$ cat src/design/core_pkg.sv
package core_pkg;

    // datapath and register file sizing
    localparam int xlen       = 32;
    localparam int reg_addr_w = 5;
    localparam int num_regs   = 32;
    localparam int imm_w      = 16;

    // primary opcode field, instr[31:26]
    localparam logic [5:0] opc_special = 6'h00;
    localparam logic [5:0] opc_addiu   = 6'h09;
    localparam logic [5:0] opc_ori     = 6'h0d;
    localparam logic [5:0] opc_lui     = 6'h0f;

    // function field of special, instr[5:0]
    localparam logic [5:0] fn_sll   = 6'h00;
    localparam logic [5:0] fn_srl   = 6'h02;
    localparam logic [5:0] fn_mfhi  = 6'h10;
    localparam logic [5:0] fn_mflo  = 6'h12;
    localparam logic [5:0] fn_multu = 6'h19;
    localparam logic [5:0] fn_addu  = 6'h21;
    localparam logic [5:0] fn_subu  = 6'h23;
    localparam logic [5:0] fn_and   = 6'h24;
    localparam logic [5:0] fn_or    = 6'h25;
    localparam logic [5:0] fn_xor   = 6'h26;
    localparam logic [5:0] fn_slt   = 6'h2a;

    // internal operation code, op_nop for anything not decoded
    typedef enum logic [3:0] {
        op_nop, op_addu, op_subu, op_and, op_or, op_xor, op_slt, op_sll,
        op_srl, op_addiu, op_ori, op_lui, op_multu, op_mfhi, op_mflo
    } opcode_t;

    // decode -> execute
    typedef struct packed {
        logic                  valid;
        opcode_t               op;
        logic [reg_addr_w-1:0] rd;
        logic [xlen-1:0]       src_a;
        logic [xlen-1:0]       src_b;
        logic [4:0]            shamt;
    } decoded_t;

    // execute -> result
    typedef struct packed {
        logic                  valid;
        opcode_t               op;
        logic [reg_addr_w-1:0] rd;
        logic [xlen-1:0]       value;
        logic [xlen-1:0]       product_hi;
    } executed_t;

    // retired instruction report
    typedef struct packed {
        logic                  valid;
        logic                  write;
        logic [reg_addr_w-1:0] rd;
        logic [xlen-1:0]       data;
    } commit_t;

    // register file write port
    typedef struct packed {
        logic                  en;
        logic [reg_addr_w-1:0] addr;
        logic [xlen-1:0]       data;
    } rf_write_t;

endpackage

$ cat src/design/regfile.sv
`timescale 1ns/1ps

module regfile (
    input  logic                            clk,
    input  logic                            reset,
    input  logic [core_pkg::reg_addr_w-1:0] rs_addr_i,
    input  logic [core_pkg::reg_addr_w-1:0] rt_addr_i,
    output logic [core_pkg::xlen-1:0]       rs_data_o,
    output logic [core_pkg::xlen-1:0]       rt_data_o,
    input  core_pkg::rf_write_t             wr_i
);

    logic [core_pkg::xlen-1:0] regs [core_pkg::num_regs];

    // write on the commit edge but never to r0
    always_ff @(posedge clk) begin
        if (reset) begin
            for (int i = 0; i < core_pkg::num_regs; i++) begin
                regs[i] <= '0;
            end
        end else if (wr_i.en && (wr_i.addr != '0)) begin
            regs[wr_i.addr] <= wr_i.data;
        end
    end

    // async read where r0 keeps its reset zero
    assign rs_data_o = regs[rs_addr_i];
    assign rt_data_o = regs[rt_addr_i];

endmodule

$ cat config.mk
export PLATFORM = sky130hd
export DESIGN_NAME = regfile
export DESIGN_NICKNAME = d
export VERILOG_FILES = /design/src/design/core_pkg.sv /design/src/design/regfile.sv
export SDC_FILE = /design/constraint.sdc
export NUM_CORES = 2
export LEC_CHECK = 0
export ABC_AREA = 1
export BUFFER_PORTS_ARGS = -buffer_cell sky130_fd_sc_hd__buf_2
export CORE_MARGIN = 5
export CORE_UTILIZATION = 50
export CTS_CLUSTER_DIAMETER = 40
export CTS_CLUSTER_SIZE = 40
export DETAILED_ROUTE_END_ITERATION = 8
export PLACE_DENSITY = 0.66
export SLEW_MARGIN = 20
export SYNTH_ARGS = -nofsm -noshare
export SYNTH_HDL_FRONTEND = slang
export SYNTH_SLANG_ARGS = --single-unit
$ cat constraint.sdc
create_clock -name clk -period 3.1 [get_ports clk]
set_clock_uncertainty 0.05 [all_clocks]
set_input_delay 0.62 -clock clk [delete_from_list [all_inputs] [get_ports clk]]
set_output_delay 0.62 -clock clk [all_outputs]
set_load 0.1 [all_outputs]
==> results.md <==
* Total Neg Setup Slack at 0 ns
* Yosys top cell by area: edfxtp_1
* Vias per std cell at between 6 and 7
* RSZ-0062 raised after global routing: true
* Routed WL at roughly 220000 µm
* Data arrival, critical path at 2.40 ns
* Cells after DPL at between 8000 and 9000
* RePlAce Congestion at between 0.9 and 1
* Top cells by count, synth: nand2_1 (2942), nand3_1 (1537), edfxtp_1 (1024)
* Switch share at between 20 and 30%
* FF+latch count, synth at roughly 1000
* Largest net degree at the start of global routing at 63
* Synthesized area per cell at roughly 7.9 µm²
* Total power at 0.04034 W
* Via count at approximately 54000
* Status: finished clean
* Width of the die at roughly 350 µm
* CTS clk-pin slew, worst paths at around 0.060 ns
* Global-route wire length before repair at between 300000 and 400000 µm
* Total GRT Usage at 35.24%
* Synth area leaders: edfxtp_1 (54%), nand2_1 (19%), nand3_1 (14%), nor2_1 (6.6%), buf_2 (3.0%)
* Synthesized area at 56630 µm²
* Met1 Track Usage GR at between 40% and 50%
* YS warnings at 0
* Fin util at 59.53%
* CTS tree: built
* VDD IR max at 0.5618 mV
* Starting DRC count in detailed routing at around 8700
* # IOs at around 110
* Crit start category: input pin
* Most numerous cell in the Yosys netlist: nand2_1
* # setup viols final at 0
* Critical Path RT at around 2.4 ns
* Crit path kind: in -> out
* M3 GR Usage at 9.356%
* Yosys cell types at 16
* Biggest register: regs
* Number of synthesized flops with an enable pin at roughly 1000
* Hold EP: regs[18][4]
* Busiest layer in global routing: met2
* Pint at roughly 0.029 W
* Clk root buf: clkbuf_16
* CTS max path bufs at 3
* Seq/Total Area, Yosys at between 50% and 60%
* Cell count after synthesis at slightly above 7000
* Top Registers: regs (1024)
* Non-Filler Instances at between 8000 and 9000
* Critical path startpoint: rs_addr_i[0]
* Final hold viol count at 0
* Met2 Use GR at 53.75%
* PD cells at roughly 600 nW/µm²
* Area Growth Syn to Fin at 18.26%
* Hold_sp: wr_i[4]
* Sequential share of power at roughly two fifths
* DRC at 0
* Post-synth top flop: edfxtp_1
* Clock period minus worst slack at a little over 3 ns
* Crit path max fanout at 40
* Maxcap violations at 0
* Max reg flops at 1024
* Worst hold path class: in -> reg
* H-tree depth at 4
* Vias in the first global route at just over 50000
* Wire length per cell at 24.89 µm
* Post-route ant nets at 0
* Clock Power Share at around 43%
* Final Max Tran Viols at 0
* Slew headroom at 52.03%
* Initial antenna violation count at 6
* Total CTS buffers at 154
* Num Clock Sinks at ~1000
* WHS Path Cells at 4
* Fin crit share at between 90% and 100%
* Maximum clock frequency at about 0.33 GHz
* Total core area at 112500 µm²
* TritonRoute pass-1 iters at 9
* Least-Margin Pin Slew at 0.7196 ns
* CP Capture Type: output port
* Layout net count at 7270
* LEAKAGE at 28.62 nW
* Port buffer count at between 100 and 150
* GR Overflow Total at 0
* Yosys top cell area share at roughly 54%
* Gate power share at about 16%
* Ys async rst share at 0%
* NetSw at around 0.012 W
* Std cell rows at 123
* DIE AREA at around 120000 µm²
* Chip height at 346.6 µm
* Starting Density at between 50% and 60%
* Detailed Place HPWL at between 100000 and 150000 µm
* Fraction of layout cells with a size suffix above 1 at between 10 and 15%
-- repair_timing --
action	in CTS	in global routing
setup endpoints to repair	0	31
buffers inserted	0	0
resized for setup	0	47
hold endpoints to repair	0	0
hold buffers	0	0
-- routing by layer --
layer  vias up  share of wire [%]
met5         -             0.0041
met4         2                5.8
met3       838                 15
met2      4507                 44
met1     25360                 35
li1      23730                  -
-- worst max-delay path, stage by stage --
cell and delay [ns]:
buf_12 0.18, buf_16 0.22, buf_16 0.25, nand2_1 0.10, nand3_1 0.10, nand3_1 0.08
nand2_1 0.11, nand2_1 0.07, nand2_1 0.14, nand2_1 0.14, nand2_2 0.15, buf_12 0.19
-- layout by cell type, fill, tap and decap left out, drive strengths merged --
cell | synthesis | layout
nand4 | 4 | 4
clkbuf | 192 | 173
nand3 | 1537 | 1537
conb | 1 | 32
nor3 | 7 | 7
clkinvlp | 0 | 15
edfxtp | 1024 | 1024
buf | 437 | 466
diode | 0 | 4
nor2 | 993 | 993
nand2 | 2942 | 2942
clkinv | 1 | 54
bufinv | 0 | 15
inv | 53 | 78
-- how the worst max path moves through the flow --
stage	to	slack (ns)	depth (start not counted)
global placement	rs_data_o[14]	0.05	13
global route	rt_data_o[8]	-0.04	13
CTS	rt_data_o[22]	0.01	13
detailed placement	rt_data_o[22]	0.02	13
floorplan	rs_data_o[10]	0.23	12
finish	rs_data_o[14]	0.03	12
-- cells by family (layout without fill, tap and decap cells) --
kind of cell / after synthesis / in the layout / synth area share [%]
AND/OR/NAND/NOR: 5483 / 5483 / 39.77
other: 1 / 36 / 0.006621
buffers and inverters: 683 / 801 / 5.930
flip-flops: 1024 / 1024 / 54.29
-- layout make-up --
class | count | area (µm²)
timing repair inverter | 1 | 11.26
timing repair buffer | 470 | 6101
tap | 1500 | 1877
fill | 9621 | 45530
clock buffer | 169 | 4016
inverter | 54 | 272.8
clock inverter | 107 | 1117
sequential | 1024 | 30750
antenna | 4 | 10.01
multi-input combinational | 5515 | 22820
-- power groups by stage --
stage	sequential [W]	combinational, W	clock (W)
2_1_floorplan	0.0166	0.00367	0
3_3_place_gp	0.0166	0.00609	0
3_5_place_dp	0.0167	0.00615	0
4_1_cts	0.0164	0.00618	0.0176
5_1_grt	0.0165	0.00672	0.0182
6_report	0.0164	0.00640	0.0175
-- through the flow --
stage          cell area, µm²  worst slack [ns]  hold WS (ns)
6_report                66970           0.02936        0.4134
5_1_grt                 66960          -0.03586        0.4282
4_1_cts                 66640           0.01190        0.3760
3_5_place_dp            61500           0.01844         1.173
3_3_place_gp            61500           0.05133         1.164
2_1_floorplan           56750            0.2317        0.8090
Power figures use the tool's default switching activity.
