==> config.mk <==
export PLATFORM = sky130hd
export DESIGN_NAME = result_commit
export DESIGN_NICKNAME = d
export VERILOG_FILES = /design/src/design/core_pkg.sv /design/src/design/result_commit.sv
export SDC_FILE = /design/constraint.sdc
export NUM_CORES = 1
export LEC_CHECK = 0
export BUFFER_PORTS_ARGS = -buffer_cell sky130_fd_sc_hd__buf_2
export CORE_MARGIN = 1
export CORE_UTILIZATION = 56
export CTS_CLUSTER_DIAMETER = 60
export CTS_CLUSTER_SIZE = 12
export DETAILED_ROUTE_END_ITERATION = 7
export PLACE_DENSITY = 0.86
export SLEW_MARGIN = 20
export SYNTH_ARGS = -nofsm -noshare
export SYNTH_HDL_FRONTEND = slang
export SYNTH_SLANG_ARGS = --single-unit
==> constraint.sdc <==
create_clock -name clk -period 4.31 [get_ports clk]
set_input_delay 0.862 -clock clk [delete_from_list [all_inputs] [get_ports clk]]
set_output_delay 0.862 -clock clk [all_outputs]
set_load 0.05 [all_outputs]
==> src/design/core_pkg.sv <==
package core_pkg;

    // datapath and register file sizing
    localparam int xlen       = 32;
    localparam int reg_addr_w = 5;
    localparam int num_regs   = 32;
    localparam int imm_w      = 16;

    // primary opcode field, instr[31:26]
    localparam logic [5:0] opc_special = 6'h00;
    localparam logic [5:0] opc_addiu   = 6'h09;
    localparam logic [5:0] opc_ori     = 6'h0d;
    localparam logic [5:0] opc_lui     = 6'h0f;

    // function field of special, instr[5:0]
    localparam logic [5:0] fn_sll   = 6'h00;
    localparam logic [5:0] fn_srl   = 6'h02;
    localparam logic [5:0] fn_mfhi  = 6'h10;
    localparam logic [5:0] fn_mflo  = 6'h12;
    localparam logic [5:0] fn_multu = 6'h19;
    localparam logic [5:0] fn_addu  = 6'h21;
    localparam logic [5:0] fn_subu  = 6'h23;
    localparam logic [5:0] fn_and   = 6'h24;
    localparam logic [5:0] fn_or    = 6'h25;
    localparam logic [5:0] fn_xor   = 6'h26;
    localparam logic [5:0] fn_slt   = 6'h2a;

    // internal operation code, op_nop for anything not decoded
    typedef enum logic [3:0] {
        op_nop, op_addu, op_subu, op_and, op_or, op_xor, op_slt, op_sll,
        op_srl, op_addiu, op_ori, op_lui, op_multu, op_mfhi, op_mflo
    } opcode_t;

    // decode -> execute
    typedef struct packed {
        logic                  valid;
        opcode_t               op;
        logic [reg_addr_w-1:0] rd;
        logic [xlen-1:0]       src_a;
        logic [xlen-1:0]       src_b;
        logic [4:0]            shamt;
    } decoded_t;

    // execute -> result
    typedef struct packed {
        logic                  valid;
        opcode_t               op;
        logic [reg_addr_w-1:0] rd;
        logic [xlen-1:0]       value;
        logic [xlen-1:0]       product_hi;
    } executed_t;

    // retired instruction report
    typedef struct packed {
        logic                  valid;
        logic                  write;
        logic [reg_addr_w-1:0] rd;
        logic [xlen-1:0]       data;
    } commit_t;

    // register file write port
    typedef struct packed {
        logic                  en;
        logic [reg_addr_w-1:0] addr;
        logic [xlen-1:0]       data;
    } rf_write_t;

endpackage

==> src/design/result_commit.sv <==
`timescale 1ns/1ps

module result_commit (
    input  logic                 clk,
    input  logic                 reset,
    input  core_pkg::executed_t  exe_i,
    output core_pkg::rf_write_t  rf_wr_o,
    output core_pkg::commit_t    commit_o
);

    logic [core_pkg::xlen-1:0] hi_q;
    logic [core_pkg::xlen-1:0] lo_q;
    logic [core_pkg::xlen-1:0] wb_data;
    logic                      wb_en;
    logic                      is_multu;
    core_pkg::commit_t         commit_d;
    core_pkg::commit_t         commit_q;

    assign is_multu = exe_i.valid && (exe_i.op == core_pkg::op_multu);

    // hi/lo reads see the last retired multu
    always_comb begin
        case (exe_i.op)
            core_pkg::op_mfhi: wb_data = hi_q;
            core_pkg::op_mflo: wb_data = lo_q;
            default:           wb_data = exe_i.value;
        endcase
    end

    // gpr write for everything but multu and nop, r0 excluded
    assign wb_en = exe_i.valid
                && (exe_i.op != core_pkg::op_multu)
                && (exe_i.op != core_pkg::op_nop)
                && (exe_i.rd != '0);

    // write lands on the same edge the commit is registered
    assign rf_wr_o.en   = wb_en;
    assign rf_wr_o.addr = exe_i.rd;
    assign rf_wr_o.data = wb_en ? wb_data : '0;

    assign commit_d.valid = exe_i.valid;
    assign commit_d.write = wb_en;
    assign commit_d.rd    = exe_i.rd;
    assign commit_d.data  = wb_en ? wb_data : '0;

    // hi/lo pair
    always_ff @(posedge clk) begin
        if (reset) begin
            hi_q <= '0;
            lo_q <= '0;
        end else if (is_multu) begin
            hi_q <= exe_i.product_hi;
            lo_q <= exe_i.value;
        end
    end

    // commit port, single-cycle pulse per instruction
    always_ff @(posedge clk) begin
        if (reset) begin
            commit_q.valid <= 1'b0;
        end else begin
            commit_q <= commit_d;
        end
    end

    assign commit_o = commit_q;

endmodule

==> results by group <==
Status
  – Status: finished clean

Die
  – Initial Util: 57.44%
  – DIE AREA: 0.009282 mm^2
  – Die H: 96.35 um
  – Width of the die: 96.35 um
  – Core footprint: 0.008678 mm^2
  – I/O pin count: 153
  – Row count: 34

STA
  – Rel. slew slack: 30.22%
  – Fin. max-slew vios: 0
  – Fmax: 280.4 MHz
  – Worst Skew: 0.01582 ns
  – Final Hold Viols: 0
  – RSZ-0062 raised after global routing: no
  – Final Setup Violations: 0
  – Final worst path period share: 82.74%
  – Tmin final: 3.566 ns
  – Fin Setup TNS: 0 ns
  – Worst Tran Pin Value: 1.046 ns

Place
  – Dpl cell area: 0.005630 mm^2
  – Final GP Congestion: 0.8437
  – Port Buffers: 152
  – Hpwl dp: 7989 um
  – DP Cell Count: 738

Global routing
  – Grt met1 use: 35.54%
  – Global-route wire length before repair: 20420 um
  – Global-route met2 utilization: 49.11%
  – Total track usage: 28.57%
  – Met3 Resource Use GR: 4.186%
  – Largest net degree at the start of global routing: 68
  – Initial antenna violation count: 0
  – Busiest layer in global routing: met2
  – Vias in the first global route: 4358
  – Total grt overflow: 0

Yosys
  – Main synth FF type: dfxtp_1
  – Synth Register Bits: 103
  – Yosys warns: 0
  – Synth Net Count: 613
  – Mean post-synth cell area: 9.283 um^2
  – Post-synth EDFFs: 38
  – Mapped Area: 0.004985 mm^2
  – Seq/Total Area, Yosys: 49.00%
  – FFs w/ async S/R, synth: 0%
  – Cells after Synth: 537
  – Unique masters post-synth: 25

Detailed routing
  – Detailed Routing Iterations Pass 1: 5
  – DR WL/cell: 17.52 um
  – Final WL: 13210 um
  – Final ANT Viol Nets: 0
  – Vias per inst: 6.175
  – 1st-iter DRT viols: 429
  – Via Count: 4656
  – DRC violations left: 0

Job
  – Maxcap violations: 0

Clocking
  – Setup Buffers After CTS: 0
  – Clock Path Buffers: 2
  – Clk_lat worst skew: 0.38 ns
  – H-tree depth: 3
  – Clk root buf: clkbuf_8
  – Hold_buf cts: 0
  – CTS Sinks: 103
  – TritonCTS clock tree: done
  – Post-CTS sizing: 0
  – Clock slew at reported path FFs: 0.09 ns
  – Num CTS Buffers: 9

Setup path
  – CP Data Required Time: 3.45 ns
  – CP Capture Type: output pin
  – Crit-path cells: buf_2 > xnor2_2 > buf_4 > o21ai_0 > a211oi_1 > buf_2
  – Crit path DAT: 2.70 ns
  – Crit-path most repeated cell: buf_2
  – R2R setup slack: 3.12 ns
  – Critical Path Start Type: primary input
  – Critical-path maximum fanout: 17
  – Worst stage delay on the critical path: 0.56 ns
  – WS Path Type: primary input to output pin
  – Worst path slowest cell: xnor2_2

Cells and area
  – Filler Cell Count: 714
  – Fraction of layout cells with a size suffix above 1: 29.10%
  – Most common cell after layout, fill and taps aside: buf_2
  – Layout Nets: 717
  – ANT cells: 0
  – Fin area: 0.005802 mm^2
  – Most frequent cells in the layout: buf_2 (152), o21ai_0 (96), dfxtp_1 (65)
  – Final std cells w/o fill: 754
  – Area delta synth->final: 16.39%

Power and ir drop
  – Leak: 2.005 nW
  – Power Density: 353.4 mW/mm^2
  – Max VDD drop: 0.1992 mV

Min path
  – Min-Delay Path Class: register to register
[cell usage after synthesis (2+ instances only)]
cell	instances	share of area, %
edfxtp_1	38	23
buf_1	8	0.60
a21oi_1	64	6.4
a211oi_2	3	0.75
a21o_1	32	4.8
a211oi_1	29	4.4
o21ai_0	96	9.6
buf_6	3	0.68
buf_4	11	1.7
clkbuf_1	27	2.0
buf_2	21	2.1
nand3b_1	64	9.6
dfxtp_1	65	26
nor2_1	2	0.15
nand3_1	64	6.4
[logic make-up (layout without fill, tap and decap cells)]
family | after synthesis | in the layout | share of synthesized area, %
AO/OA/AOI/OAI | 225 | 225 | 26.33
AND/OR/NAND/NOR | 135 | 135 | 17.09
flip-flops | 103 | 103 | 49.00
buffers and inverters | 72 | 181 | 7.229
XOR/XNOR | 2 | 2 | 0.3515
[per-stage QoR]
step | utilization, % | hold WS, ns | setup WS (ns) | total power, mW
floorplan | - | 0.4539 | 0.7885 | 1.406
global placement | 64.88 | 0.4595 | 0.8598 | 1.512
detailed placement | 64.88 | 0.4661 | 0.7425 | 1.519
CTS | 66.85 | 0.4791 | 0.7410 | 2.054
global route | 66.85 | 0.4991 | 0.6357 | 2.126
finish | 66.85 | 0.4808 | 0.7437 | 2.050
[area by class of cell]
| class | count | area [um^2] | area share [%] |
|---|---|---|---|
| clock buffers | 9 | 123.9 | 2.135 |
| clock inverters | 7 | 47.55 | 0.8195 |
| inverters | 2 | 7.507 | 0.1294 |
| multi-input cells | 362 | 2202 | 37.96 |
| flip-flops and latches | 103 | 2442 | 42.10 |
| well taps | 108 | 135.1 | 2.329 |
| repair buffers | 163 | 843.3 | 14.54 |
[state kept, by name, indices dropped and copies added (netlist names)]
signal and count:
commit_o 39, lo_q 32, hi_q 32
[per-layer routing]
layer / vias to the layer above / part of all wire [%]
li1: 2188 / -
met1: 2221 / 41
met2: 222 / 50
met3: 25 / 7.2
met4: 0 / 2.1
met5: - / 0
[where the power goes]
part           leakage [nW]  switching [mW]  total, mW  internal, mW
logic                  1.02           0.340      0.439        0.0990
clock network        0.0891           0.340      0.551         0.212
registers             0.891          0.0106       1.06          1.05
[final timing paths]
kind / from / to / cells after the start
max: exe_i[69] / rf_wr_o[31] / 6
min: hi_q[3] / hi_q[3] / 2
max reg2reg: lo_q[12] / commit_o[12] / 3
min reg2reg: hi_q[3] / hi_q[3] / 2
[worst max-delay path: cells and delay by family]
kind	cells	cell delay, ns
buffers and inverters	3	0.80
XOR/XNOR	1	0.56
AO/OA/AOI/OAI	2	0.48
Power figures use the tool's default switching activity.
