<file path="config.mk">
export PLATFORM = sky130hd
export DESIGN_NAME = alu_execute
export DESIGN_NICKNAME = d
export VERILOG_FILES = /design/src/design/core_pkg.sv /design/src/design/alu_execute.sv
export SDC_FILE = /design/constraint.sdc
export NUM_CORES = 2
export LEC_CHECK = 0
export ABC_AREA = 1
export CORE_ASPECT_RATIO = 1.25
export CORE_UTILIZATION = 65
export CTS_BUF_LIST = sky130_fd_sc_hd__clkbuf_4 sky130_fd_sc_hd__clkbuf_8
export CTS_CLUSTER_SIZE = 28
export DETAILED_ROUTE_END_ITERATION = 8
export DONT_BUFFER_PORTS = 1
export MAX_ROUTING_LAYER = met4
export PLACE_DENSITY = 0.81
export SETUP_SLACK_MARGIN = 0.02
export SLEW_MARGIN = 30
export SYNTH_ARGS = -nofsm -noshare
export SYNTH_HDL_FRONTEND = slang
export SYNTH_SLANG_ARGS = --single-unit
</file>
<file path="constraint.sdc">
create_clock -name clk -period 8.7 [get_ports clk]
set_clock_uncertainty 0.15 [all_clocks]
set_input_delay 1.74 -clock clk [delete_from_list [all_inputs] [get_ports clk]]
set_output_delay 1.74 -clock clk [all_outputs]
set_load 0.01 [all_outputs]
</file>
<file path="src/design/core_pkg.sv">
package core_pkg;

    // datapath and register file sizing
    localparam int xlen       = 32;
    localparam int reg_addr_w = 5;
    localparam int num_regs   = 32;
    localparam int imm_w      = 16;

    // primary opcode field, instr[31:26]
    localparam logic [5:0] opc_special = 6'h00;
    localparam logic [5:0] opc_addiu   = 6'h09;
    localparam logic [5:0] opc_ori     = 6'h0d;
    localparam logic [5:0] opc_lui     = 6'h0f;

    // function field of special, instr[5:0]
    localparam logic [5:0] fn_sll   = 6'h00;
    localparam logic [5:0] fn_srl   = 6'h02;
    localparam logic [5:0] fn_mfhi  = 6'h10;
    localparam logic [5:0] fn_mflo  = 6'h12;
    localparam logic [5:0] fn_multu = 6'h19;
    localparam logic [5:0] fn_addu  = 6'h21;
    localparam logic [5:0] fn_subu  = 6'h23;
    localparam logic [5:0] fn_and   = 6'h24;
    localparam logic [5:0] fn_or    = 6'h25;
    localparam logic [5:0] fn_xor   = 6'h26;
    localparam logic [5:0] fn_slt   = 6'h2a;

    // internal operation code, op_nop for anything not decoded
    typedef enum logic [3:0] {
        op_nop, op_addu, op_subu, op_and, op_or, op_xor, op_slt, op_sll,
        op_srl, op_addiu, op_ori, op_lui, op_multu, op_mfhi, op_mflo
    } opcode_t;

    // decode -> execute
    typedef struct packed {
        logic                  valid;
        opcode_t               op;
        logic [reg_addr_w-1:0] rd;
        logic [xlen-1:0]       src_a;
        logic [xlen-1:0]       src_b;
        logic [4:0]            shamt;
    } decoded_t;

    // execute -> result
    typedef struct packed {
        logic                  valid;
        opcode_t               op;
        logic [reg_addr_w-1:0] rd;
        logic [xlen-1:0]       value;
        logic [xlen-1:0]       product_hi;
    } executed_t;

    // retired instruction report
    typedef struct packed {
        logic                  valid;
        logic                  write;
        logic [reg_addr_w-1:0] rd;
        logic [xlen-1:0]       data;
    } commit_t;

    // register file write port
    typedef struct packed {
        logic                  en;
        logic [reg_addr_w-1:0] addr;
        logic [xlen-1:0]       data;
    } rf_write_t;

endpackage

</file>
<file path="src/design/alu_execute.sv">
`timescale 1ns/1ps

module alu_execute (
    input  logic                 clk,
    input  logic                 reset,
    input  core_pkg::decoded_t   dec_i,
    output core_pkg::executed_t  exe_o
);

    logic [2*core_pkg::xlen-1:0] product;
    logic                        less_signed;
    core_pkg::executed_t         exe_d;
    core_pkg::executed_t         exe_q;

    // full 64-bit unsigned product
    assign product = {{core_pkg::xlen{1'b0}}, dec_i.src_a}
                   * {{core_pkg::xlen{1'b0}}, dec_i.src_b};

    // slt compare
    assign less_signed = $signed(dec_i.src_a) < $signed(dec_i.src_b);

    always_comb begin
        exe_d.valid      = dec_i.valid;
        exe_d.op         = dec_i.op;
        exe_d.rd         = dec_i.rd;
        exe_d.value      = '0;
        exe_d.product_hi = '0;
        case (dec_i.op)
            // wrapping add / sub
            core_pkg::op_addu, core_pkg::op_addiu: begin
                exe_d.value = dec_i.src_a + dec_i.src_b;
            end
            core_pkg::op_subu: exe_d.value = dec_i.src_a - dec_i.src_b;
            core_pkg::op_and:  exe_d.value = dec_i.src_a & dec_i.src_b;
            core_pkg::op_or, core_pkg::op_ori: begin
                exe_d.value = dec_i.src_a | dec_i.src_b;
            end
            core_pkg::op_xor:  exe_d.value = dec_i.src_a ^ dec_i.src_b;
            core_pkg::op_slt: begin
                exe_d.value = {{(core_pkg::xlen-1){1'b0}}, less_signed};
            end
            // shifts act on rt
            core_pkg::op_sll:  exe_d.value = dec_i.src_b << dec_i.shamt;
            core_pkg::op_srl:  exe_d.value = dec_i.src_b >> dec_i.shamt;
            // immediate already in upper half
            core_pkg::op_lui:  exe_d.value = dec_i.src_b;
            core_pkg::op_multu: begin
                exe_d.value      = product[core_pkg::xlen-1:0];
                exe_d.product_hi = product[2*core_pkg::xlen-1:core_pkg::xlen];
            end
            // mfhi/mflo resolved in result stage
            default: ;
        endcase
    end

    // fixed one-cycle stage register
    always_ff @(posedge clk) begin
        if (reset) begin
            exe_q.valid <= 1'b0;
        end else begin
            exe_q <= exe_d;
        end
    end

    assign exe_o = exe_q;

endmodule

</file>
==> results.json <==
{
  "synth_top_family_by_area": "adder cells",
  "ys_warn_count": 0,
  "synth_compound_area_share_pct": 4.310,
  "grt_pass1_vias": 47310,
  "gp_congestion": 1.142,
  "start_util_pct": 66.01,
  "setup_viol": 0,
  "placed_cells": 7642,
  "cpMostUsedCell": "fa_1",
  "drt-initial-drc-count": 4772,
  "rsz0062_at_grt": "no",
  "clockBufferDepth": 2,
  "die_y_um": 304.9,
  "synthCells": 6984,
  "pin_count": 155,
  "tightest_slew_ns": 0.9844,
  "post-route-drc-count": 0,
  "cts_tree": "yes",
  "wl_per_cell_um": 23.69,
  "fin_tns_setup_ns": 0,
  "syn_avg_cell_area_um2": 6.829,
  "netlist_area_mm2": 0.04769,
  "via_per_inst": 5.941,
  "antenna_left": 0,
  "hpwl_um": 140500,
  "synth.net_count": 8322,
  "synth.area.mux_share_pct": 0.02099,
  "critPathLaunch": "dec_i[18]",
  "core_mm2": 0.07226,
  "fin_cells": 7661,
  "synth_xor_area_share_pct": 0.1836,
  "fin_crit_ns": 8.190,
  "use_met1_pct": 53.91,
  "clk_pin_slew_ns": 0.09,
  "die_area_mm2": 0.07447,
  "design_area_mm2": 0.04799,
  "num_rows": 110,
  "groute.usage.overall_pct": 51.47,
  "max_freq_mhz": 122.1,
  "top_usage_layer": "met2",
  "cp_max_fo": 36,
  "ctsResizeCount": 0,
  "routed_wl_um": 181500,
  "fillCellCount": 6492,
  "max_stage_delay_ns": 0.61,
  "grt_overflow": 0,
  "end_kind": "flop",
  "crit_path_start_kind": "primary input",
  "fin_crit_sh_pct": 94.14,
  "cp-endpoint": "exe_o[61]$_DFFE_PN_",
  "num_vias": 45520,
  "synth_seq_cells": 74,
  "post-cts-setup-buffers": 0,
  "drive_above_1_share_pct": 1.342,
  "cts_sinks": 74,
  "clockRootBuffer": "clkbuf_8",
  "firstDrtPassIters": 7,
  "ys.flop_type": "edfxtp_1",
  "postPlaceCellArea_mm2": 0.04775,
  "grt_pass1_wl_um": 274900,
  "drv_cap": 0,
  "synth_fa_ha_area_share_pct": 47.11,
  "grt_start_max_net_pins": 74,
  "area_growth_pct": 0.6191,
  "worst-setup-path-type": "in2reg",
  "io_buffers": 0,
  "cp.arrival_ns": 8.20,
  "relSlewSlack_pct": 33.87,
  "maxSlewViolCount": 0,
  "nNetsFinal": 8039,
  "numCtsBuffers": 9,
  "hold_viol": 0,
  "synth-edff-count": 73,
  "htree_levels": 3,
  "slowest_stage": "fa_1",
  "post_cts_hold_buffer_count": 0,
  "synthArstFlopShare_pct": 0,
  "die_x_um": 244.3,
  "status": "complete, no violations",
  "gr-usage-met3_pct": 11.97,
  "synth.distinct_cells": 48,
  "yosys.area_share.simple_pct": 25.89,
  "min_path_type": "in2reg",
  "cp.required_ns": 8.71,
  "cp_cell_sequence": "ha_1 -> fa_1 -> fa_1 -> inv_1 -> fa_1 -> fa_1 -> inv_1 -> fa_1 -> fa_1 -> fa_1 -> fa_1 -> ha_1 -> nand2_1 -> nor2_1 -> nand2_1 -> nor2_1 -> nand2_1 -> nand2_1 -> nand2_1 -> nand3_1 -> nand4_1",
  "largest_reg_flops": 74,
  "antenna_found_initial": 3,
  "grtUsageMet2_pct": 80.64,
  "seq_area_frac_synth_pct": 4.638
}
==> worst min-delay path by stage <==
stage          start                    to  slack [ns]  cells past startpoint
2_1_floorplan  reset  exe_o[73]$_SDFF_PP0_        1.66                      1
3_3_place_gp   reset  exe_o[73]$_SDFF_PP0_        1.66                      1
3_5_place_dp   reset  exe_o[73]$_SDFF_PP0_        1.67                      1
4_1_cts        reset  exe_o[73]$_SDFF_PP0_        1.22                      1
5_1_grt        reset  exe_o[73]$_SDFF_PP0_        1.22                      1
6_report       reset  exe_o[73]$_SDFF_PP0_        1.23                      1
==> through the flow <==
step / hold WS (ns) / worst slack, ns / utilization [%]
CTS: 1.224 / 0.6004 / 66.39
detailed placement: 1.665 / 0.1709 / 66.08
finish: 1.233 / 0.5099 / 66.41
floorplan: 1.661 / 0.5072 / -
global route: 1.224 / 0.3423 / 66.41
global placement: 1.663 / 0.1624 / 66.08
==> cell type report <==
cell class              instances  area, um^2  area share, %
diodes                          3       7.507        0.01564
clock buffers                   9       123.9         0.2581
clock inverters                 7       101.3         0.2112
inverters                    1900        7134          14.87
multi-input cells            4685       36980          77.06
flip-flops and latches         74        2212          4.610
well taps                     952        1191          2.482
repair buffers                 31       236.5         0.4928
==> cells in the mapped netlist, types with 6 or more instances <==
cell type	n	area share, %
ha_1	359	9.4
o2111ai_1	10	0.18
xor2_1	6	0.11
edfxtp_1	73	4.6
fa_1	898	38
nor2_1	340	2.7
o21ai_1	8	0.084
nor3_1	26	0.27
buf_4	6	0.094
o21bai_1	14	0.22
nand3_1	444	4.7
o22ai_1	7	0.092
inv_1	1893	15
nor4_1	8	0.10
nand4_1	44	0.58
nand2_1	2123	17
nand2_2	13	0.17
buf_2	64	0.67
nor2_2	7	0.092
a21oi_1	178	1.9
buf_1	10	0.079
o21ai_0	104	1.1
clkbuf_1	237	1.9
o211ai_1	31	0.49
and2_1	21	0.28
==> logic make-up after synthesis <==
| group | Yosys count |
|---|---|
| simple gates | 3048 |
| compound gates | 369 |
| buf+inv | 2225 |
| mux | 1 |
| fa+ha+maj | 1257 |
| xor+xnor | 10 |
| flops | 74 |
==> cell usage in the layout, fill, tap and decap left out, types with 3 or more instances in the layout <==
cell type,synthesis,layout
diode_2,0,3
edfxtp_1,73,73
nor4_1,8,7
nor2_2,7,7
nor2_1,340,339
and3_1,4,4
or2_2,3,3
nor3_1,26,26
nand4_1,44,44
o2111ai_1,10,10
nand3b_1,5,5
nand2_1,2123,2123
a21boi_0,4,4
o21ai_2,4,4
buf_4,6,30
ha_1,359,359
and2_1,21,21
a21oi_1,178,178
nand3_2,5,5
o211ai_1,31,31
o21a_1,3,3
nand3_1,444,444
xor2_1,6,6
xnor2_1,4,4
nand2_2,13,13
inv_2,5,7
fa_1,898,898
o21ai_1,8,8
o21bai_1,14,14
inv_1,1893,1891
o21ai_0,104,104
clkbuf_8,0,9
o22ai_1,7,7
==> worst max-delay path, delay by kind of cell <==
kind	cells	cell delay, ns
adder cells (fa/ha/maj)	10	4.82
AND/OR/NAND/NOR	9	1.48
buffers and inverters	2	0.13
==> routing by layer <==
metal | vias to the layer above | share of wire, % | routed length (um)
met3 | 1179 | 11 | 20560
met5 | - | 0 | 0
li1 | 19640 | - | -
met2 | 3243 | 46 | 82630
met4 | 0 | 12 | 21120
met1 | 21450 | 32 | 57180
Power is left out: the tool's default activity adds up to more than one toggle a clock period on the data nets, which glitch-free logic cannot reach.
