[config.mk]
export PLATFORM = sky130hd
export DESIGN_NAME = instr_decode
export DESIGN_NICKNAME = d
export VERILOG_FILES = /design/src/design/core_pkg.sv /design/src/design/instr_decode.sv
export SDC_FILE = /design/constraint.sdc
export NUM_CORES = 1
export LEC_CHECK = 0
export BUFFER_PORTS_ARGS = -buffer_cell sky130_fd_sc_hd__buf_2
export CORE_ASPECT_RATIO = 1.5
export CORE_MARGIN = 1.5
export CORE_UTILIZATION = 43
export CTS_CLUSTER_DIAMETER = 80
export DETAILED_ROUTE_END_ITERATION = 12
export PLACE_DENSITY = 0.78
export SYNTH_ARGS = -nofsm -noshare
export SYNTH_HDL_FRONTEND = slang
export SYNTH_SLANG_ARGS = --single-unit
[constraint.sdc]
create_clock -name clk -period 11.7 [get_ports clk]
set_input_delay 2.34 -clock clk [delete_from_list [all_inputs] [get_ports clk]]
set_output_delay 2.34 -clock clk [all_outputs]
set_load 0.02 [all_outputs]
[src/design/core_pkg.sv]
package core_pkg;

    // datapath and register file sizing
    localparam int xlen       = 32;
    localparam int reg_addr_w = 5;
    localparam int num_regs   = 32;
    localparam int imm_w      = 16;

    // primary opcode field, instr[31:26]
    localparam logic [5:0] opc_special = 6'h00;
    localparam logic [5:0] opc_addiu   = 6'h09;
    localparam logic [5:0] opc_ori     = 6'h0d;
    localparam logic [5:0] opc_lui     = 6'h0f;

    // function field of special, instr[5:0]
    localparam logic [5:0] fn_sll   = 6'h00;
    localparam logic [5:0] fn_srl   = 6'h02;
    localparam logic [5:0] fn_mfhi  = 6'h10;
    localparam logic [5:0] fn_mflo  = 6'h12;
    localparam logic [5:0] fn_multu = 6'h19;
    localparam logic [5:0] fn_addu  = 6'h21;
    localparam logic [5:0] fn_subu  = 6'h23;
    localparam logic [5:0] fn_and   = 6'h24;
    localparam logic [5:0] fn_or    = 6'h25;
    localparam logic [5:0] fn_xor   = 6'h26;
    localparam logic [5:0] fn_slt   = 6'h2a;

    // internal operation code, op_nop for anything not decoded
    typedef enum logic [3:0] {
        op_nop, op_addu, op_subu, op_and, op_or, op_xor, op_slt, op_sll,
        op_srl, op_addiu, op_ori, op_lui, op_multu, op_mfhi, op_mflo
    } opcode_t;

    // decode -> execute
    typedef struct packed {
        logic                  valid;
        opcode_t               op;
        logic [reg_addr_w-1:0] rd;
        logic [xlen-1:0]       src_a;
        logic [xlen-1:0]       src_b;
        logic [4:0]            shamt;
    } decoded_t;

    // execute -> result
    typedef struct packed {
        logic                  valid;
        opcode_t               op;
        logic [reg_addr_w-1:0] rd;
        logic [xlen-1:0]       value;
        logic [xlen-1:0]       product_hi;
    } executed_t;

    // retired instruction report
    typedef struct packed {
        logic                  valid;
        logic                  write;
        logic [reg_addr_w-1:0] rd;
        logic [xlen-1:0]       data;
    } commit_t;

    // register file write port
    typedef struct packed {
        logic                  en;
        logic [reg_addr_w-1:0] addr;
        logic [xlen-1:0]       data;
    } rf_write_t;

endpackage

[src/design/instr_decode.sv]
`timescale 1ns/1ps

module instr_decode (
    input  logic                              clk,
    input  logic                              reset,
    input  logic                              instr_req_i,
    input  logic [core_pkg::xlen-1:0]         instr_i,
    output logic                              instr_ack_o,
    output logic [core_pkg::reg_addr_w-1:0]   rs_addr_o,
    output logic [core_pkg::reg_addr_w-1:0]   rt_addr_o,
    input  logic [core_pkg::xlen-1:0]         rs_data_i,
    input  logic [core_pkg::xlen-1:0]         rt_data_i,
    output core_pkg::decoded_t                dec_o
);

    logic                            ack_q;
    logic                            accept;
    logic [5:0]                      opc;
    logic [5:0]                      funct;
    logic [core_pkg::imm_w-1:0]      imm;
    core_pkg::opcode_t               op;
    core_pkg::decoded_t              dec_d;
    core_pkg::decoded_t              dec_q;

    // instruction fields
    assign opc   = instr_i[31:26];
    assign funct = instr_i[5:0];
    assign imm   = instr_i[core_pkg::imm_w-1:0];

    // register file read straight off the incoming word
    assign rs_addr_o = instr_i[25:21];
    assign rt_addr_o = instr_i[20:16];

    // accept edge: req seen while ack still low
    assign accept = instr_req_i && !ack_q;

    // opcode / function field to internal op
    always_comb begin
        op = core_pkg::op_nop;
        case (opc)
            core_pkg::opc_special: begin
                case (funct)
                    core_pkg::fn_addu:  op = core_pkg::op_addu;
                    core_pkg::fn_subu:  op = core_pkg::op_subu;
                    core_pkg::fn_and:   op = core_pkg::op_and;
                    core_pkg::fn_or:    op = core_pkg::op_or;
                    core_pkg::fn_xor:   op = core_pkg::op_xor;
                    core_pkg::fn_slt:   op = core_pkg::op_slt;
                    core_pkg::fn_sll:   op = core_pkg::op_sll;
                    core_pkg::fn_srl:   op = core_pkg::op_srl;
                    core_pkg::fn_multu: op = core_pkg::op_multu;
                    core_pkg::fn_mfhi:  op = core_pkg::op_mfhi;
                    core_pkg::fn_mflo:  op = core_pkg::op_mflo;
                    default:            op = core_pkg::op_nop;
                endcase
            end
            core_pkg::opc_addiu: op = core_pkg::op_addiu;
            core_pkg::opc_ori:   op = core_pkg::op_ori;
            core_pkg::opc_lui:   op = core_pkg::op_lui;
            default:             op = core_pkg::op_nop;
        endcase
    end

    // operand and destination selection
    always_comb begin
        dec_d.valid = 1'b1;
        dec_d.op    = op;
        dec_d.rd    = instr_i[15:11];
        dec_d.src_a = rs_data_i;
        dec_d.src_b = rt_data_i;
        dec_d.shamt = instr_i[10:6];
        case (op)
            // immediate forms target rt
            core_pkg::op_addiu: begin
                dec_d.src_b = {{(core_pkg::xlen-core_pkg::imm_w){imm[core_pkg::imm_w-1]}}, imm};
                dec_d.rd    = rt_addr_o;
            end
            core_pkg::op_ori: begin
                dec_d.src_b = {{(core_pkg::xlen-core_pkg::imm_w){1'b0}}, imm};
                dec_d.rd    = rt_addr_o;
            end
            core_pkg::op_lui: begin
                dec_d.src_b = {imm, {(core_pkg::xlen-core_pkg::imm_w){1'b0}}};
                dec_d.rd    = rt_addr_o;
            end
            // no gpr destination
            core_pkg::op_multu, core_pkg::op_nop: dec_d.rd = '0;
            default: ;
        endcase
    end

    // four-phase ack, drops once req is seen low
    always_ff @(posedge clk) begin
        if (reset) begin
            ack_q <= 1'b0;
        end else if (accept) begin
            ack_q <= 1'b1;
        end else if (!instr_req_i) begin
            ack_q <= 1'b0;
        end
    end

    // stage register, valid for the cycle after accept only
    always_ff @(posedge clk) begin
        if (reset) begin
            dec_q.valid <= 1'b0;
        end else if (accept) begin
            dec_q <= dec_d;
        end else begin
            dec_q.valid <= 1'b0;
        end
    end

    assign instr_ack_o = ack_q;
    assign dec_o       = dec_q;

endmodule

==> results.py <==
metrics = {
    "power_and_ir_drop": {
        "power_density_nw_per_um2": 159,
        "power.ir.vdd_worst_mv": 0.0998,
        "power.combinational.fraction_pct": 9.7,
        "intPower_mw": 0.586,
        "share_of_total_power_consumed_by_net_switching_pct": 19.8,
        "power.share.clock_pct": 45.1,
        "p_seq_share_pct": 45.2,
        "total_leakage_power_nw": 1.97,
        "p_sw_mw": 0.145,
    },
    "sta": {
        "grt_setup_unrepaired": "false",
        "worst_slew_margin_rel_pct": 26.1,
        "fin_skew_ps": 6.42,
        "post-route-min-period_ps": 4950,
        "post-route-period-util_pct": 42.3,
        "hold_violations": 0,
        "finalMaxSlewViolations": 0,
        "timing.fmax_mhz": 202,
        "totalNegativeSetupSlack_ps": 0,
        "report.final.setup_viol": 0,
        "worst_slew_pin_slew_ps": 1110,
    },
    "worst_setup_path": {
        "timing.critical_path.cells": "buf_2, buf_2",
        "required_time_of_the_critical_path_ps": 9360,
        "worst-path-max-fanout": 2,
        "top_delay_family_on_crit_path": "buffers and inverters",
        "worst_setup_path_end_kind": "output pin",
        "regToRegEndpoint": "dec_o[34]$_DFFE_PP_",
        "timing_worst_setup_path_type": "input pin to output pin",
        "cp_slowest_stage_delay_ps": 160,
        "worst-endpoint-arrival_ps": 2610,
        "crit_slowest_cell": "buf_2",
        "cp_num_buf_inv": 2,
        "r2r-start": "instr_ack_o$_SDFFE_PP0P_",
        "rrSetupSlack_ps": 9690,
        "r2r_cells": 2,
        "crit_path_frequent_cell": "buf_2",
        "critPathLaunchType": "input pin",
    },
    "global_route": {
        "grt_first_pass_wirelength_mm": 12.5,
        "antenna_found_initial": 0,
        "grt_max_degree": 51,
        "globalRouteTotalUtil_pct": 20.3,
        "overflow": 0,
        "grt_pass1_vias": 2446,
    },
    "cells_and_area": {
        "footprint_of_the_multi_input_gates_sq_um": 817,
        "drive_gt1_share_pct": 55.2,
        "fin_nets": 478,
        "final_util_pct": 60.5,
        "final_area_sq_um": 4600,
        "filler_cell_count": 594,
        "areaGrowthSynthToFinish_pct": 36.2,
        "top_library_cells_by_usage_in_the_layout_fill_and_taps_aside": "178 x buf_2, 78 x edfxtp_1, 15 x a221o_1, 15 x a22o_1, 13 x nand2_1",
        "antennaDiodeCount": 0,
        "leading_cell_type_in_the_layout_fill_and_taps_excluded": "buf_2",
        "sequential_cell_area_sq_um": 2380,
    },
    "routing": {
        "route.final.wire_length_mm": 8.57,
        "vias_per_cell": 5.25,
        "final_antenna_net_count": 0,
        "drt-initial-drc-count": 135,
        "drc": 0,
        "routed-via-count": 2551,
        "routedWlPerCell_um": 17.6,
        "detailedRoute.firstPassIterationCount": 4,
    },
    "yosys": {
        "synthDistinctLibCells": 50,
        "avg_inst_size_synth_sq_um": 15.9,
        "async_flop_share_pct": 0,
        "yosysWarningCount": 0,
        "synth_enable_flop_cells": 78,
        "ys_seq_area_share_pct": 70.5,
        "ys_ff_latch": 80,
        "ys.flop_type": "edfxtp_1",
        "post_synth_instance_area_sq_um": 3380,
        "synth.net_count": 312,
        "postSynthCellCount": 213,
    },
    "placement": {
        "numPortBuffers": 178,
        "post-dp-hpwl_mm": 6.54,
        "placement.cell_area_sq_um": 4240,
        "globalplace.congestion": 0.826,
    },
    "floorplan": {
        "chipWidth_um": 75.4,
        "fp-row-count": 39,
        "pin_count": 189,
        "floorplan.initialDensity_pct": 44.4,
        "die_height_um": 112,
        "coreArea_sq_um": 7610,
        "floorplan.die_area_sq_um": 8410,
    },
    "cts": {
        "clock_sink_count": 80,
        "clock_transition_at_the_registers_of_the_reported_paths_ps": 50,
        "cts_setup_buffers": 0,
        "clock_insertion_delay_worst_skew_ps": 330,
        "clock_tree.buffer_depth": 2,
        "htree_levels": 3,
        "numCtsBuffers": 9,
        "tritoncts": "done",
        "cts_root_buffer": "clkbuf_16",
        "post_cts.resized_instances": 0,
        "post_cts_hold_buffer_count": 0,
    },
    "hold_path": {
        "min_delay_worst_endpoint": "dec_o[78]$_SDFF_PP0_",
        "hold_path_depth": 1,
        "worstHoldStart": "instr_ack_o$_SDFFE_PP0P_",
        "class_of_the_worst_hold_path": "flop to flop",
    },
    "outcome": {
        "outcome": "complete, no violations",
    },
    "flow_run": {
        "max-cap-violations": 0,
    },
}
[Yosys cell counts (all sizes together) (2+ instances only)]
master	count	area share (%)
and4bb	2	0.74
a22o	17	4.5
a22oi	2	0.44
nor4	3	0.74
nor2	7	0.85
inv	3	0.33
nor2b	4	0.74
buf	16	3.8
a21oi	6	0.89
a221o	16	4.8
edfxtp	78	69
clkbuf	8	1.2
nand3	2	0.30
or4bb	2	0.67
dfxtp	2	1.2
o22ai	2	0.37
nand2	14	1.6
o21ai	2	0.30
xor2	2	0.52
nor3	2	0.30
nor3b	2	0.78
a31oi	2	0.37
[worst max-delay path by stage]
stage,startpoint,to,slack [ps],cells past startpoint
2_1_floorplan,instr_req_i,dec_o[0]$_DFFE_PP_,5220,2
3_3_place_gp,instr_i[17],rt_addr_o[1],6770,2
3_5_place_dp,instr_i[17],rt_addr_o[1],6760,2
4_1_cts,instr_i[17],rt_addr_o[1],6760,2
5_1_grt,instr_i[17],rt_addr_o[1],6750,2
6_report,instr_i[17],rt_addr_o[1],6750,2
[power by group through the flow]
stage	Combinational, mW	Clock, mW	Sequential (mW)
3_5_place_dp	0.0708	0	0.336
4_1_cts	0.0711	0.333	0.330
2_1_floorplan	0.0282	0	0.351
5_1_grt	0.0768	0.345	0.331
6_report	0.0710	0.329	0.330
3_3_place_gp	0.0690	0	0.336
[registers in the layout, summed over array words and instances, names as in the netlist]
name         cells
dec_o           79
instr_ack_o      1
[stage by stage]
stage                     instances  worst slack, ps  power (mW)  hold WS [ps]
final                           486             6750       0.730           488
after global routing            486             6750       0.753           507
after CTS                       486             6760       0.734           491
after detailed placement        470             6760       0.407           479
after global placement          470             6770       0.405           461
after floorplan                 213             5220       0.379           511
[cells by family (layout without fill, tap and decap cells)]
family                    Yosys count  after routing  share of synthesized area (%)
AOI/OAI and AO/OA                  54             54                           13.7
xor gates and xnor gates            2              2                          0.518
buffers and inverters              28            199                           5.70
and+or+nand+nor                    49             49                           9.63
DFF                                80             80                           70.5
[per-layer routing]
| metal | vias up | part of all wire, % | global-route usage (%) |
|---|---|---|---|
| li1 | 1183 | - | - |
| met1 | 1204 | 35 | 21.8 |
| met2 | 144 | 51 | 34.6 |
| met3 | 20 | 9.9 | 6.43 |
| met4 | 0 | 3.3 | 10.1 |
| met5 | - | 0 | 0 |
[area by class of cell]
| class | instances | share of cell area [%] |
|---|---|---|
| Timing Repair Buffer | 180 | 19.7 |
| Inverter | 3 | 0.245 |
| Clock inverter | 6 | 2.85 |
| Tap cell | 102 | 2.77 |
| Sequential cell | 80 | 51.7 |
| Clock buffer | 10 | 4.97 |
| Multi-Input combinational cell | 105 | 17.7 |
(Power assumes the default switching activity.)
